### src/source/rv_defs.svh
// RV32I encoding constants for the core
// Opcode values, ALU and branch funct3 codes, funct7 alternate value
// Start address after reset

`ifndef RV_DEFS_SVH
`define RV_DEFS_SVH

// Major opcodes
`define OPCODE_BRANCH  7'h63
`define OPCODE_JALR    7'h67
`define OPCODE_JAL     7'h6f
`define OPCODE_LUI     7'h37
`define OPCODE_AUIPC   7'h17
`define OPCODE_OP_IMM  7'h13
`define OPCODE_OP      7'h33
`define OPCODE_LOAD    7'h03
`define OPCODE_STORE   7'h23
`define OPCODE_FENCE   7'h0f

// ALU funct3
`define FUNCT3_ADD_SUB 3'b000
`define FUNCT3_SLL     3'b001
`define FUNCT3_SLT     3'b010
`define FUNCT3_SLTU    3'b011
`define FUNCT3_XOR     3'b100
`define FUNCT3_SRL_SRA 3'b101
`define FUNCT3_OR      3'b110
`define FUNCT3_AND     3'b111

// Branch funct3
`define FUNCT3_BEQ     3'b000
`define FUNCT3_BNE     3'b001
`define FUNCT3_BLT     3'b100
`define FUNCT3_BGE     3'b101
`define FUNCT3_BLTU    3'b110
`define FUNCT3_BGEU    3'b111

// Selects sub and sra
`define FUNCT7_ALT     7'b0100000

`define RESET_PC       32'h0000_0000

`endif

### src/source/rv_pkg.sv
// Shared types of the RV32I core
// Word typedefs, opcode classes, decoded instruction, retire record
// and the sequencer states

package rv_pkg;

   // Meaningful widths
   typedef logic [31:0] word_t;
   typedef logic [31:0] addr_t;
   typedef logic [4:0]  reg_index_t;
   typedef logic [6:0]  opcode_t;

   // One flag per opcode class, exactly one set for a known opcode
   typedef struct packed {
      logic branch;
      logic jalr;
      logic jal;
      logic lui;
      logic auipc;
      logic reg_imm;
      logic reg_reg;
      logic load;
      logic store;
      logic fence;
   } op_class_t;

   // Output of the decode stage
   typedef struct packed {
      op_class_t  op_class;
      reg_index_t rd;
      reg_index_t rs1;
      reg_index_t rs2;
      logic [2:0] funct3;
      logic       alt;
      word_t      imm;
      logic       legal;
   } decoded_t;

   // One retired instruction on the trace port
   typedef struct packed {
      addr_t      pc;
      reg_index_t rd;
      word_t      rd_value;
      logic       rd_write;
   } retire_t;

   typedef enum logic [1:0] {
      SEQ_FETCH,
      SEQ_DECODE,
      SEQ_EXECUTE,
      SEQ_HALT
   } seq_state_t;

endpackage

### src/source/instr_fetch.sv
// Instruction fetch unit
// PC register, core sequencer FSM and Wishbone classic read master

`timescale 1ns/1ns
`include "rv_defs.svh"

module instr_fetch import rv_pkg::*; (
   input  logic       clock,
   input  logic       rst_n,
   output logic       wb_cyc,
   output logic       wb_stb,
   output addr_t      wb_adr,
   input  word_t      wb_dat,
   input  logic       wb_ack,
   input  addr_t      next_pc,
   input  logic       legal,
   output word_t      instruction,
   output addr_t      pc,
   output seq_state_t state
);

   seq_state_t state_next;
   logic       bus_active;
   logic       fetch_done;

   // Ack only counts while our cycle is open
   assign fetch_done = (state == SEQ_FETCH) && bus_active && wb_ack;

   always_comb begin
      state_next = state;
      case (state)
         SEQ_FETCH: begin
            if (fetch_done) begin
               state_next = SEQ_DECODE;
            end
         end
         SEQ_DECODE:  state_next = SEQ_EXECUTE;
         SEQ_EXECUTE: state_next = legal ? SEQ_FETCH : SEQ_HALT;
         default:     state_next = SEQ_HALT;
      endcase
   end

   always_ff @(posedge clock or negedge rst_n) begin
      if (!rst_n) begin
         state      <= SEQ_FETCH;
         pc         <= `RESET_PC;
         bus_active <= 1'b0;
      end else begin
         state      <= state_next;
         // Cycle opens with the fetch state, closes after ack
         bus_active <= (state_next == SEQ_FETCH);
         if (state == SEQ_EXECUTE && legal) begin
            pc <= next_pc;
         end
      end
   end

   // Word held until the next fetch completes
   always_ff @(posedge clock) begin
      if (fetch_done) begin
         instruction <= wb_dat;
      end
   end

   assign wb_cyc = bus_active;
   assign wb_stb = bus_active;
   assign wb_adr = pc;

endmodule

### src/source/decode.sv
// Instruction decoder
// Registered one-hot opcode classes, register fields, funct bits
// and the immediate selected by instruction format

`timescale 1ns/1ns
`include "rv_defs.svh"

module decode import rv_pkg::*; (
   input  logic     clock,
   input  logic     rst_n,
   input  word_t    instruction,
   output decoded_t decoded
);

   opcode_t    opcode;
   op_class_t  class_d;
   op_class_t  class_q;
   word_t      imm_d;
   word_t      imm_q;
   reg_index_t rd_q;
   reg_index_t rs1_q;
   reg_index_t rs2_q;
   logic [2:0] funct3_q;
   logic       alt_q;
   logic       legal;

   assign opcode = instruction[6:0];

   always_comb begin
      class_d.branch  = (opcode == `OPCODE_BRANCH);
      class_d.jalr    = (opcode == `OPCODE_JALR);
      class_d.jal     = (opcode == `OPCODE_JAL);
      class_d.lui     = (opcode == `OPCODE_LUI);
      class_d.auipc   = (opcode == `OPCODE_AUIPC);
      class_d.reg_imm = (opcode == `OPCODE_OP_IMM);
      class_d.reg_reg = (opcode == `OPCODE_OP);
      class_d.load    = (opcode == `OPCODE_LOAD);
      class_d.store   = (opcode == `OPCODE_STORE);
      class_d.fence   = (opcode == `OPCODE_FENCE);
   end

   // Immediate format by class, I-type otherwise
   always_comb begin
      if (class_d.store) begin
         imm_d = {{20{instruction[31]}}, instruction[31:25], instruction[11:7]};
      end else if (class_d.branch) begin
         imm_d = {{19{instruction[31]}}, instruction[31], instruction[7],
                  instruction[30:25], instruction[11:8], 1'b0};
      end else if (class_d.lui || class_d.auipc) begin
         imm_d = {instruction[31:12], 12'b0};
      end else if (class_d.jal) begin
         imm_d = {{11{instruction[31]}}, instruction[31], instruction[19:12],
                  instruction[20], instruction[30:21], 1'b0};
      end else begin
         imm_d = {{20{instruction[31]}}, instruction[31:20]};
      end
   end

   always_ff @(posedge clock or negedge rst_n) begin
      if (!rst_n) begin
         class_q <= '0;
      end else begin
         class_q <= class_d;
      end
   end

   always_ff @(posedge clock) begin
      rd_q     <= instruction[11:7];
      rs1_q    <= instruction[19:15];
      rs2_q    <= instruction[24:20];
      funct3_q <= instruction[14:12];
      alt_q    <= (instruction[31:25] == `FUNCT7_ALT);
      imm_q    <= imm_d;
   end

   // Loads and stores are decoded but not executed
   assign legal = class_q.branch | class_q.jalr | class_q.jal | class_q.lui |
                  class_q.auipc | class_q.reg_imm | class_q.reg_reg | class_q.fence;

   assign decoded = '{op_class: class_q, rd: rd_q, rs1: rs1_q, rs2: rs2_q,
                      funct3: funct3_q, alt: alt_q, imm: imm_q, legal: legal};

endmodule

### src/source/register_file.sv
// General purpose register file
// x1 to x31 with reset, x0 hardwired to zero
// Two combinational read ports, one clocked write port

`timescale 1ns/1ns

module register_file import rv_pkg::*; (
   input  logic       clock,
   input  logic       rst_n,
   input  reg_index_t rs1,
   input  reg_index_t rs2,
   output word_t      rs1_value,
   output word_t      rs2_value,
   input  logic       write_enable,
   input  reg_index_t write_index,
   input  word_t      write_value
);

   word_t regs [1:31];

   always_ff @(posedge clock or negedge rst_n) begin
      if (!rst_n) begin
         for (int i = 1; i < 32; i++) begin
            regs[i] <= '0;
         end
      end else if (write_enable && write_index != '0) begin
         regs[write_index] <= write_value;
      end
   end

   // x0 never stored
   assign rs1_value = (rs1 == '0) ? '0 : regs[rs1];
   assign rs2_value = (rs2 == '0) ? '0 : regs[rs2];

endmodule

### src/source/execute.sv
// Execute stage
// ALU for register and immediate forms, branch comparator,
// next PC selection, writeback value and the retire record

`timescale 1ns/1ns
`include "rv_defs.svh"

module execute import rv_pkg::*; (
   input  decoded_t   decoded,
   input  addr_t      pc,
   input  seq_state_t state,
   input  word_t      rs1_value,
   input  word_t      rs2_value,
   output addr_t      next_pc,
   output logic       write_enable,
   output word_t      write_value,
   output logic       retire_valid,
   output retire_t    retire
);

   word_t      operand_b;
   word_t      alu_result;
   logic [4:0] shamt;
   logic       is_sub;
   logic       branch_taken;
   logic       writes_rd;
   logic       rd_written;
   logic       in_execute;
   addr_t      pc_plus4;
   addr_t      pc_target;

   assign operand_b = decoded.op_class.reg_reg ? rs2_value : decoded.imm;
   assign shamt     = operand_b[4:0];
   // addi has no subtract form
   assign is_sub    = decoded.op_class.reg_reg && decoded.alt;

   always_comb begin
      case (decoded.funct3)
         `FUNCT3_ADD_SUB: alu_result = is_sub ? rs1_value - operand_b
                                              : rs1_value + operand_b;
         `FUNCT3_SLL:     alu_result = rs1_value << shamt;
         `FUNCT3_SLT:     alu_result = {31'b0, $signed(rs1_value) < $signed(operand_b)};
         `FUNCT3_SLTU:    alu_result = {31'b0, rs1_value < operand_b};
         `FUNCT3_XOR:     alu_result = rs1_value ^ operand_b;
         `FUNCT3_SRL_SRA: alu_result = decoded.alt ? word_t'($signed(rs1_value) >>> shamt)
                                                   : rs1_value >> shamt;
         `FUNCT3_OR:      alu_result = rs1_value | operand_b;
         default:         alu_result = rs1_value & operand_b;
      endcase
   end

   // Branch condition
   always_comb begin
      case (decoded.funct3)
         `FUNCT3_BEQ:  branch_taken = (rs1_value == rs2_value);
         `FUNCT3_BNE:  branch_taken = (rs1_value != rs2_value);
         `FUNCT3_BLT:  branch_taken = ($signed(rs1_value) < $signed(rs2_value));
         `FUNCT3_BGE:  branch_taken = ($signed(rs1_value) >= $signed(rs2_value));
         `FUNCT3_BLTU: branch_taken = (rs1_value < rs2_value);
         `FUNCT3_BGEU: branch_taken = (rs1_value >= rs2_value);
         default:      branch_taken = 1'b0;
      endcase
   end

   assign pc_plus4  = pc + 32'd4;
   assign pc_target = pc + decoded.imm;

   always_comb begin
      if (decoded.op_class.jalr) begin
         next_pc = (rs1_value + decoded.imm) & ~32'd1;
      end else if (decoded.op_class.jal || (decoded.op_class.branch && branch_taken)) begin
         next_pc = pc_target;
      end else begin
         next_pc = pc_plus4;
      end
   end

   always_comb begin
      if (decoded.op_class.lui) begin
         write_value = decoded.imm;
      end else if (decoded.op_class.auipc) begin
         write_value = pc_target;
      end else if (decoded.op_class.jal || decoded.op_class.jalr) begin
         write_value = pc_plus4;
      end else begin
         write_value = alu_result;
      end
   end

   assign writes_rd = decoded.op_class.lui | decoded.op_class.auipc | decoded.op_class.jal |
                      decoded.op_class.jalr | decoded.op_class.reg_imm |
                      decoded.op_class.reg_reg;
   // Writes to x0 are dropped
   assign rd_written   = writes_rd && (decoded.rd != '0);
   assign in_execute   = (state == SEQ_EXECUTE) && decoded.legal;
   assign write_enable = in_execute && rd_written;
   assign retire_valid = in_execute;

   assign retire = '{pc: pc, rd: decoded.rd, rd_value: write_value, rd_write: rd_written};

endmodule

### src/source/core_top.sv
// Top level of the multi-cycle RV32I core
// Fetch, decode, register file and execute with the retire trace port

`timescale 1ns/1ns

module core_top import rv_pkg::*; (
   input  logic    clock,
   input  logic    rst_n,
   // Wishbone instruction bus
   output logic    wb_cyc,
   output logic    wb_stb,
   output addr_t   wb_adr,
   input  word_t   wb_dat,
   input  logic    wb_ack,
   // Trace
   output logic    retire_valid,
   output retire_t retire,
   output logic    halted
);

   seq_state_t state;
   word_t      instruction;
   addr_t      pc;
   addr_t      next_pc;
   decoded_t   decoded;
   word_t      rs1_value;
   word_t      rs2_value;
   logic       write_enable;
   word_t      write_value;

   instr_fetch i_fetch (
      .clock       (clock),
      .rst_n       (rst_n),
      .wb_cyc      (wb_cyc),
      .wb_stb      (wb_stb),
      .wb_adr      (wb_adr),
      .wb_dat      (wb_dat),
      .wb_ack      (wb_ack),
      .next_pc     (next_pc),
      .legal       (decoded.legal),
      .instruction (instruction),
      .pc          (pc),
      .state       (state)
   );

   decode i_decode (
      .clock       (clock),
      .rst_n       (rst_n),
      .instruction (instruction),
      .decoded     (decoded)
   );

   // Write index comes from the retire record
   register_file i_regs (
      .clock        (clock),
      .rst_n        (rst_n),
      .rs1          (decoded.rs1),
      .rs2          (decoded.rs2),
      .rs1_value    (rs1_value),
      .rs2_value    (rs2_value),
      .write_enable (write_enable),
      .write_index  (retire.rd),
      .write_value  (write_value)
   );

   execute i_execute (
      .decoded      (decoded),
      .pc           (pc),
      .state        (state),
      .rs1_value    (rs1_value),
      .rs2_value    (rs2_value),
      .next_pc      (next_pc),
      .write_enable (write_enable),
      .write_value  (write_value),
      .retire_valid (retire_valid),
      .retire       (retire)
   );

   assign halted = (state == SEQ_HALT);

endmodule

### config.mk
export PLATFORM = sky130hd
export DESIGN_NAME = core_top
export DESIGN_NICKNAME = d
export VERILOG_FILES = /design/src/source/rv_pkg.sv /design/src/source/instr_fetch.sv /design/src/source/decode.sv /design/src/source/register_file.sv /design/src/source/execute.sv /design/src/source/core_top.sv
export VERILOG_INCLUDE_DIRS = /design/src /design/src/source
export SDC_FILE = /design/constraint.sdc
export NUM_CORES = 2
export LEC_CHECK = 0
export BUFFER_PORTS_ARGS = -buffer_cell sky130_fd_sc_hd__buf_4
export CAP_MARGIN = 20
export CORE_AREA = 4 4 366 368
export DETAILED_ROUTE_END_ITERATION = 10
export DIE_AREA = 0 0 370 372
export MAX_ROUTING_LAYER = met4
export PLACE_DENSITY = 0.71
export SKIP_CTS_REPAIR_TIMING = 1
export SKIP_LAST_GASP = 1
export SYNTH_ARGS = -nofsm -noshare
export SYNTH_HDL_FRONTEND = slang
export SYNTH_SLANG_ARGS = --single-unit
### constraint.sdc
create_clock -name clock -period 10.93 [get_ports clock]
set_input_delay 2.186 -clock clock [delete_from_list [all_inputs] [get_ports clock]]
set_output_delay 2.186 -clock clock [all_outputs]
set_load 0.1 [all_outputs]
Yosys cells after proc, flatten, opt, wreduce, memory -nomap -nowiden --
Index checks and enable logic that the tools add are counted.
Cells by class: mux-type cells 28, equal/unequal tests 22, bitwise gates (word level) 18, reduce and logical (&&, ||, !) cells 18, shift operators 3, order comparisons 10, add/sub/neg operators 5
Operators with widths (number):
- bitwise mux 992 bit | 1
- 2-to-1 mux 32 bit | 15
- binary-select mux 32 bit (select 5 bit) | 2
- one-hot mux 32 bit (7 select lines) | 1
- demux 32 bit (select 5 bit) | 1
- < comparator 32 bit | 4
- adder 32 bit | 3
- 2-to-1 mux 31 bit | 3
- greater-or-equal comparator 32 bit | 2
- adder 32 x 3 -> 32 bit (second input constant) | 1
- bitwise AND 32 bit | 1
- equality test 32 bit | 1
- != test 32 bit | 1
- bitwise OR 32 bit | 1
- << shifter 32 x 5 -> 32 bit | 1
- >> shifter 32 x 5 -> 32 bit | 1
- >>> shifter 32 x 5 -> 32 bit | 1
- subtractor 32 bit | 1
- XOR 32 bit | 1
- equality test 7 x 6 -> 1 bit (second input constant) | 4
- equality test 7 bit (second input constant) | 3
- 2-to-1 mux 20 bit | 1
- greater-or-equal comparator 6 bit (second input constant) | 3
- inverter 5 -> 6 bit | 3
- 18 further kinds | 48
Storage, ports and cells: bits in registers 1118, logic and storage cells 153, output and inout port bits 106

Logic depth before layout (Yosys ltp) --
word-level depth 13, depth in mapped cells 30, gate-level depth less buffers 22

Cells and area by module --
A second synthesis with hierarchy kept.
Unflattened totals: cells, all modules 6344, area total of the unflattened synthesis 74042.3 µm²
Modules (own cells, without submodules):
- register_file | sequential area each 24823.8 µm², area each 53501.3 µm², instances 1, cells each 3665
- execute | sequential area each 0.0 µm², area each 16045.4 µm², instances 1, cells each 2400
- instr_fetch | sequential area each 1836.8 µm², area each 2657.5 µm², instances 1, cells each 143
- decode | sequential area each 1271.2 µm², area each 1831.8 µm², instances 1, cells each 135
- core_top | sequential area each 0.0 µm², area each 6.3 µm², instances 1, cells each 1

Worst setup path before layout --
No wires, ideal clock.
path type register to output, from register i_decode.rs2_q[0], to output retire[32] (netlist name), path buffers 9, arrival time 7.400 ns, cell stages (with the launch flop) 27, slack 1.344 ns, cell sequence dfxtp_1 -> buf_4 -> buf_6 -> buf_6 -> buf_4 -> buf_4 -> buf_2 -> clkbuf_1 -> buf_1 -> mux4_2 -> mux4_2 -> mux2i_1 -> nor2_1 -> a21oi_1 -> ha_1 -> a21o_1 -> a311oi_1 -> o311ai_1 -> a21o_1 -> a21o_1 -> a21bo_2 -> a31oi_1 -> o41ai_1 -> o21ai_1 -> a31oi_2 -> buf_2 -> nor2_1
RTL lines:
- start: declaration | RTL line decode.sv:22 | reg_index_t rs2_q;
- start signal: assignment | RTL line decode.sv:70 | rs2_q <= instruction[24:20];
- end: declaration | RTL line core_top.sv:17 | output retire_t retire,

==> results.ini <==
[run_status]
outcome=finished, final reports clean

[die]
io_pins=141
die_width_um=370
dieHeight_um=372
die_area_um2=137600
floorplan.core_area_um2=130800
row_count=133
initial_core_util_pct=54.54

[sta]
finalWorstPathRequiredPeriod_ps=10520
report.final.hold_viol_count=0
worst_clock_skew_ps=89.44
hold_ws_ps=307.5
rsz0062_at_grt=false
final_max_slew_viol_count=0
setup-tns-final_ps=0
maxSlewHeadroom_pct=10.00
min_period_over_period_pct=96.22
setup_violations=0
fmax_mhz=95.08
worst_slew_pin_slew_ps=1312

[critical_path]
critPathCaptureType=output pin
crit_arrival_ps=8330
worst-setup-path-type=register to output pin
startpoint_type_of_the_worst_setup_path=register
crit_start=i_decode.rs2_q[0]
crit-reg2reg-launch=i_decode.rs2_q[1]
r2r.worst_path.cells=22
worst-endpoint-required_ps=8740
crit_fanout=61

[yosys]
synth.cell_area_um2=71330
synth_top_cells_by_area=dfrtp_1 36%, mux4_2 14%, o21ai_0 8.1%, nand2_1 7.3%, mux2i_1 3.5%
number_of_synthesized_register_bits=1118
yosys-top-cells-count=1393 x nand2_1, 1157 x o21ai_0, 1035 x dfrtp_1
edff_count_synth=32
synthCells=7509
synth_top_area_share_pct=36.31
synth_async_sr_flop_share_pct=92.58
average_cell_area_after_synthesis_um2=9.500
yosysMostFrequentCell=nand2_1
postSynthNetCount=7720
synthDistinctLibCells=110
synth_seq_area_share_pct=39.09
synth_flop_cell=dfrtp_1
synthDominantAreaCellType=dfrtp_1
synth_warnings=0

[clocking]
clk_pin_slew_worst_paths_ps=70
cts_buffers=119
clkSinkCount=1118
max-clock-path-buffers=3
worstSkewPairLatency_ps=780
clock-root-buffer=clkbuf_16
h-tree-depth=3
clock_tree_from_tritoncts=built

[power_and_ir_drop]
switching_share_pct=21.81
static-leakage-power_uw=0.03406
power.share.combinational_pct=1.0
p_int_uw=6748
clock_power_share_pct=50.9
seqPwrFrac_pct=48.1
peakVddDrop_mv=0.1446
net-switching-power_uw=1883
power_density_nw_per_um2=110.3

[route]
vias_after_detailed_routing=64570
post_drt_wl_per_cell_um=34.49
count_of_tritonroute_iterations_in_the_first_routing_pass=8
route.antenna.remaining_nets=0
drtIter0Drc=8123
drt-vias-per-instance=7.004
drc=0
detail_route.wirelength_mm=317.9

[final_layout]
areaGrowthSynthToFinish_pct=9.738
total_area_of_multi_input_combinational_cells_um2=40060
seq_area_um2=27910
drive_gt1_share_pct=17.20
fillers=11140
num-nets-final=7550

[global_routing]
grt_start_max_net_pins=168
global_route.usage.total_pct=47.18
grt_pass1_vias=62200
grt_overflow=0
grt_antenna_before_repair=16
grt_first_pass_wirelength_mm=453.5

[run]
maxCapViolations=0

[placement]
portBuffers=140
place_hpwl_mm=217.6
routabilityCongestion=1.063

[min_path]
hold_path_class=register to register
cell_count_of_the_worst_hold_path=0
hp-start=i_fetch.instruction[8]

-- area by class of cell --
class | count | area share, %
clock inverter | 59 | 1.103
clock buffer | 164 | 4.303
timing repair buffer | 380 | 3.930
tap | 1755 | 2.805
inverter | 201 | 0.9670
sequential | 1118 | 35.65
antenna | 23 | 0.07352
multi-input combinational | 5519 | 51.17
-- metrics by stage --
stage | instances | utilization, % | setup WS [ps] | total power [µW] | cell area (µm²)
5_1_grt | 9212 | 59.84 | 58.98 | 8843 | 78260
4_1_cts | 9191 | 59.77 | 678.9 | 8663 | 78180
3_3_place_gp | 8965 | 56.52 | 1450 | 4320 | 73930
6_report | 9219 | 59.85 | 413.0 | 8631 | 78280
3_5_place_dp | 8968 | 56.54 | 1543 | 4322 | 73950
2_1_floorplan | 7509 | - | 1344 | 4230 | 71330
-- power groups by stage --
stage	sequential, µW	combinational (µW)	clock (µW)
final	4150	89.6	4390
after global routing	4150	104	4590
after CTS	4150	94.1	4420
after detailed placement	4230	93.9	0
after global placement	4230	92.4	0
after floorplan	4230	0.0160	0
-- per-layer routing --
metal	GRT usage [%]	wire length [µm]	vias to the layer above
met5	-	0	-
met4	31.21	26290	0
met3	14.88	38790	1160
met2	66.99	137100	4301
met1	58.10	115700	32080
li1	-	-	27030
-- cells by family after synthesis --
| family | share of synthesized area (%) |
|---|---|
| compound gates | 19.27 |
| simple gates | 12.82 |
| buf+inv | 5.425 |
| xor+xnor | 1.326 |
| flops | 39.09 |
| fa+ha+maj | 3.129 |
| mux | 18.94 |
-- critical path: stages (launching register included) --
cell and delay [ps]:
dfxtp_4 890, buf_12 430, mux4_2 580, mux4_2 490, mux2i_1 830, nor2_1 80, a21oi_1 280, ha_1 440
inv_1 130, a21o_1 220, inv_1 70, o31ai_1 90, a211oi_1 590, o32a_1 240, a21boi_1 490, o21ai_0 190
a211oi_1 300, a211oi_1 90, mux2i_1 180, a211oi_4 400, inv_1 90, buf_4 250
-- state kept, by name, summed over array words and instances, names as in the netlist, 2 cells and up --
| signal | flops |
|---|---|
| i_regs.regs | 992 |
| i_decode.imm_q | 32 |
| i_fetch.instruction | 32 |
| i_fetch.pc | 32 |
| i_decode.decoded | 8 |
| i_decode.rd_q | 5 |
| i_decode.rs1_q | 5 |
| i_decode.rs2_q | 5 |
| i_decode.funct3_q | 3 |
| i_fetch.state | 2 |
-- final timing paths --
path	endpoint	slack (ps)
min in group asynchronous	i_regs.regs[478]	1430
max in group asynchronous	i_regs.regs[682]	7260
worst max register to register	i_fetch.pc[28]	2590
worst min register to register	i_decode.rd_q[1]	310
worst min-delay path	i_decode.rd_q[1]	310
worst max-delay path	retire[29]	410
-- cell usage in the layout, fill, tap and decap left out, drive strengths merged, types with 20 or more instances in the layout --
cell / n
nor2b: 34
ha: 172
a221oi: 69
diode: 23
edfxtp: 32
o22ai: 47
dfxtp: 51
clkinv: 40
o211ai: 48
xor2: 35
nor2: 344
nand2b: 29
nor3: 91
a21oi: 291
o21bai: 23
nand4: 28
a22oi: 43
o31ai: 57
o221ai: 22
and2: 35
mux2: 112
inv: 198
a211oi: 53
mux2i: 253
nand2: 1394
o21ai: 1216
clkbuf: 165
a22o: 37
dfrtp: 1035
a21o: 71
or3: 24
a31oi: 50
o21a: 38
buf: 379
mux4: 431
and3: 42
nand3: 80
or2: 20
xnor2: 73
No activity file was read; power rests on OpenSTA's default activity.
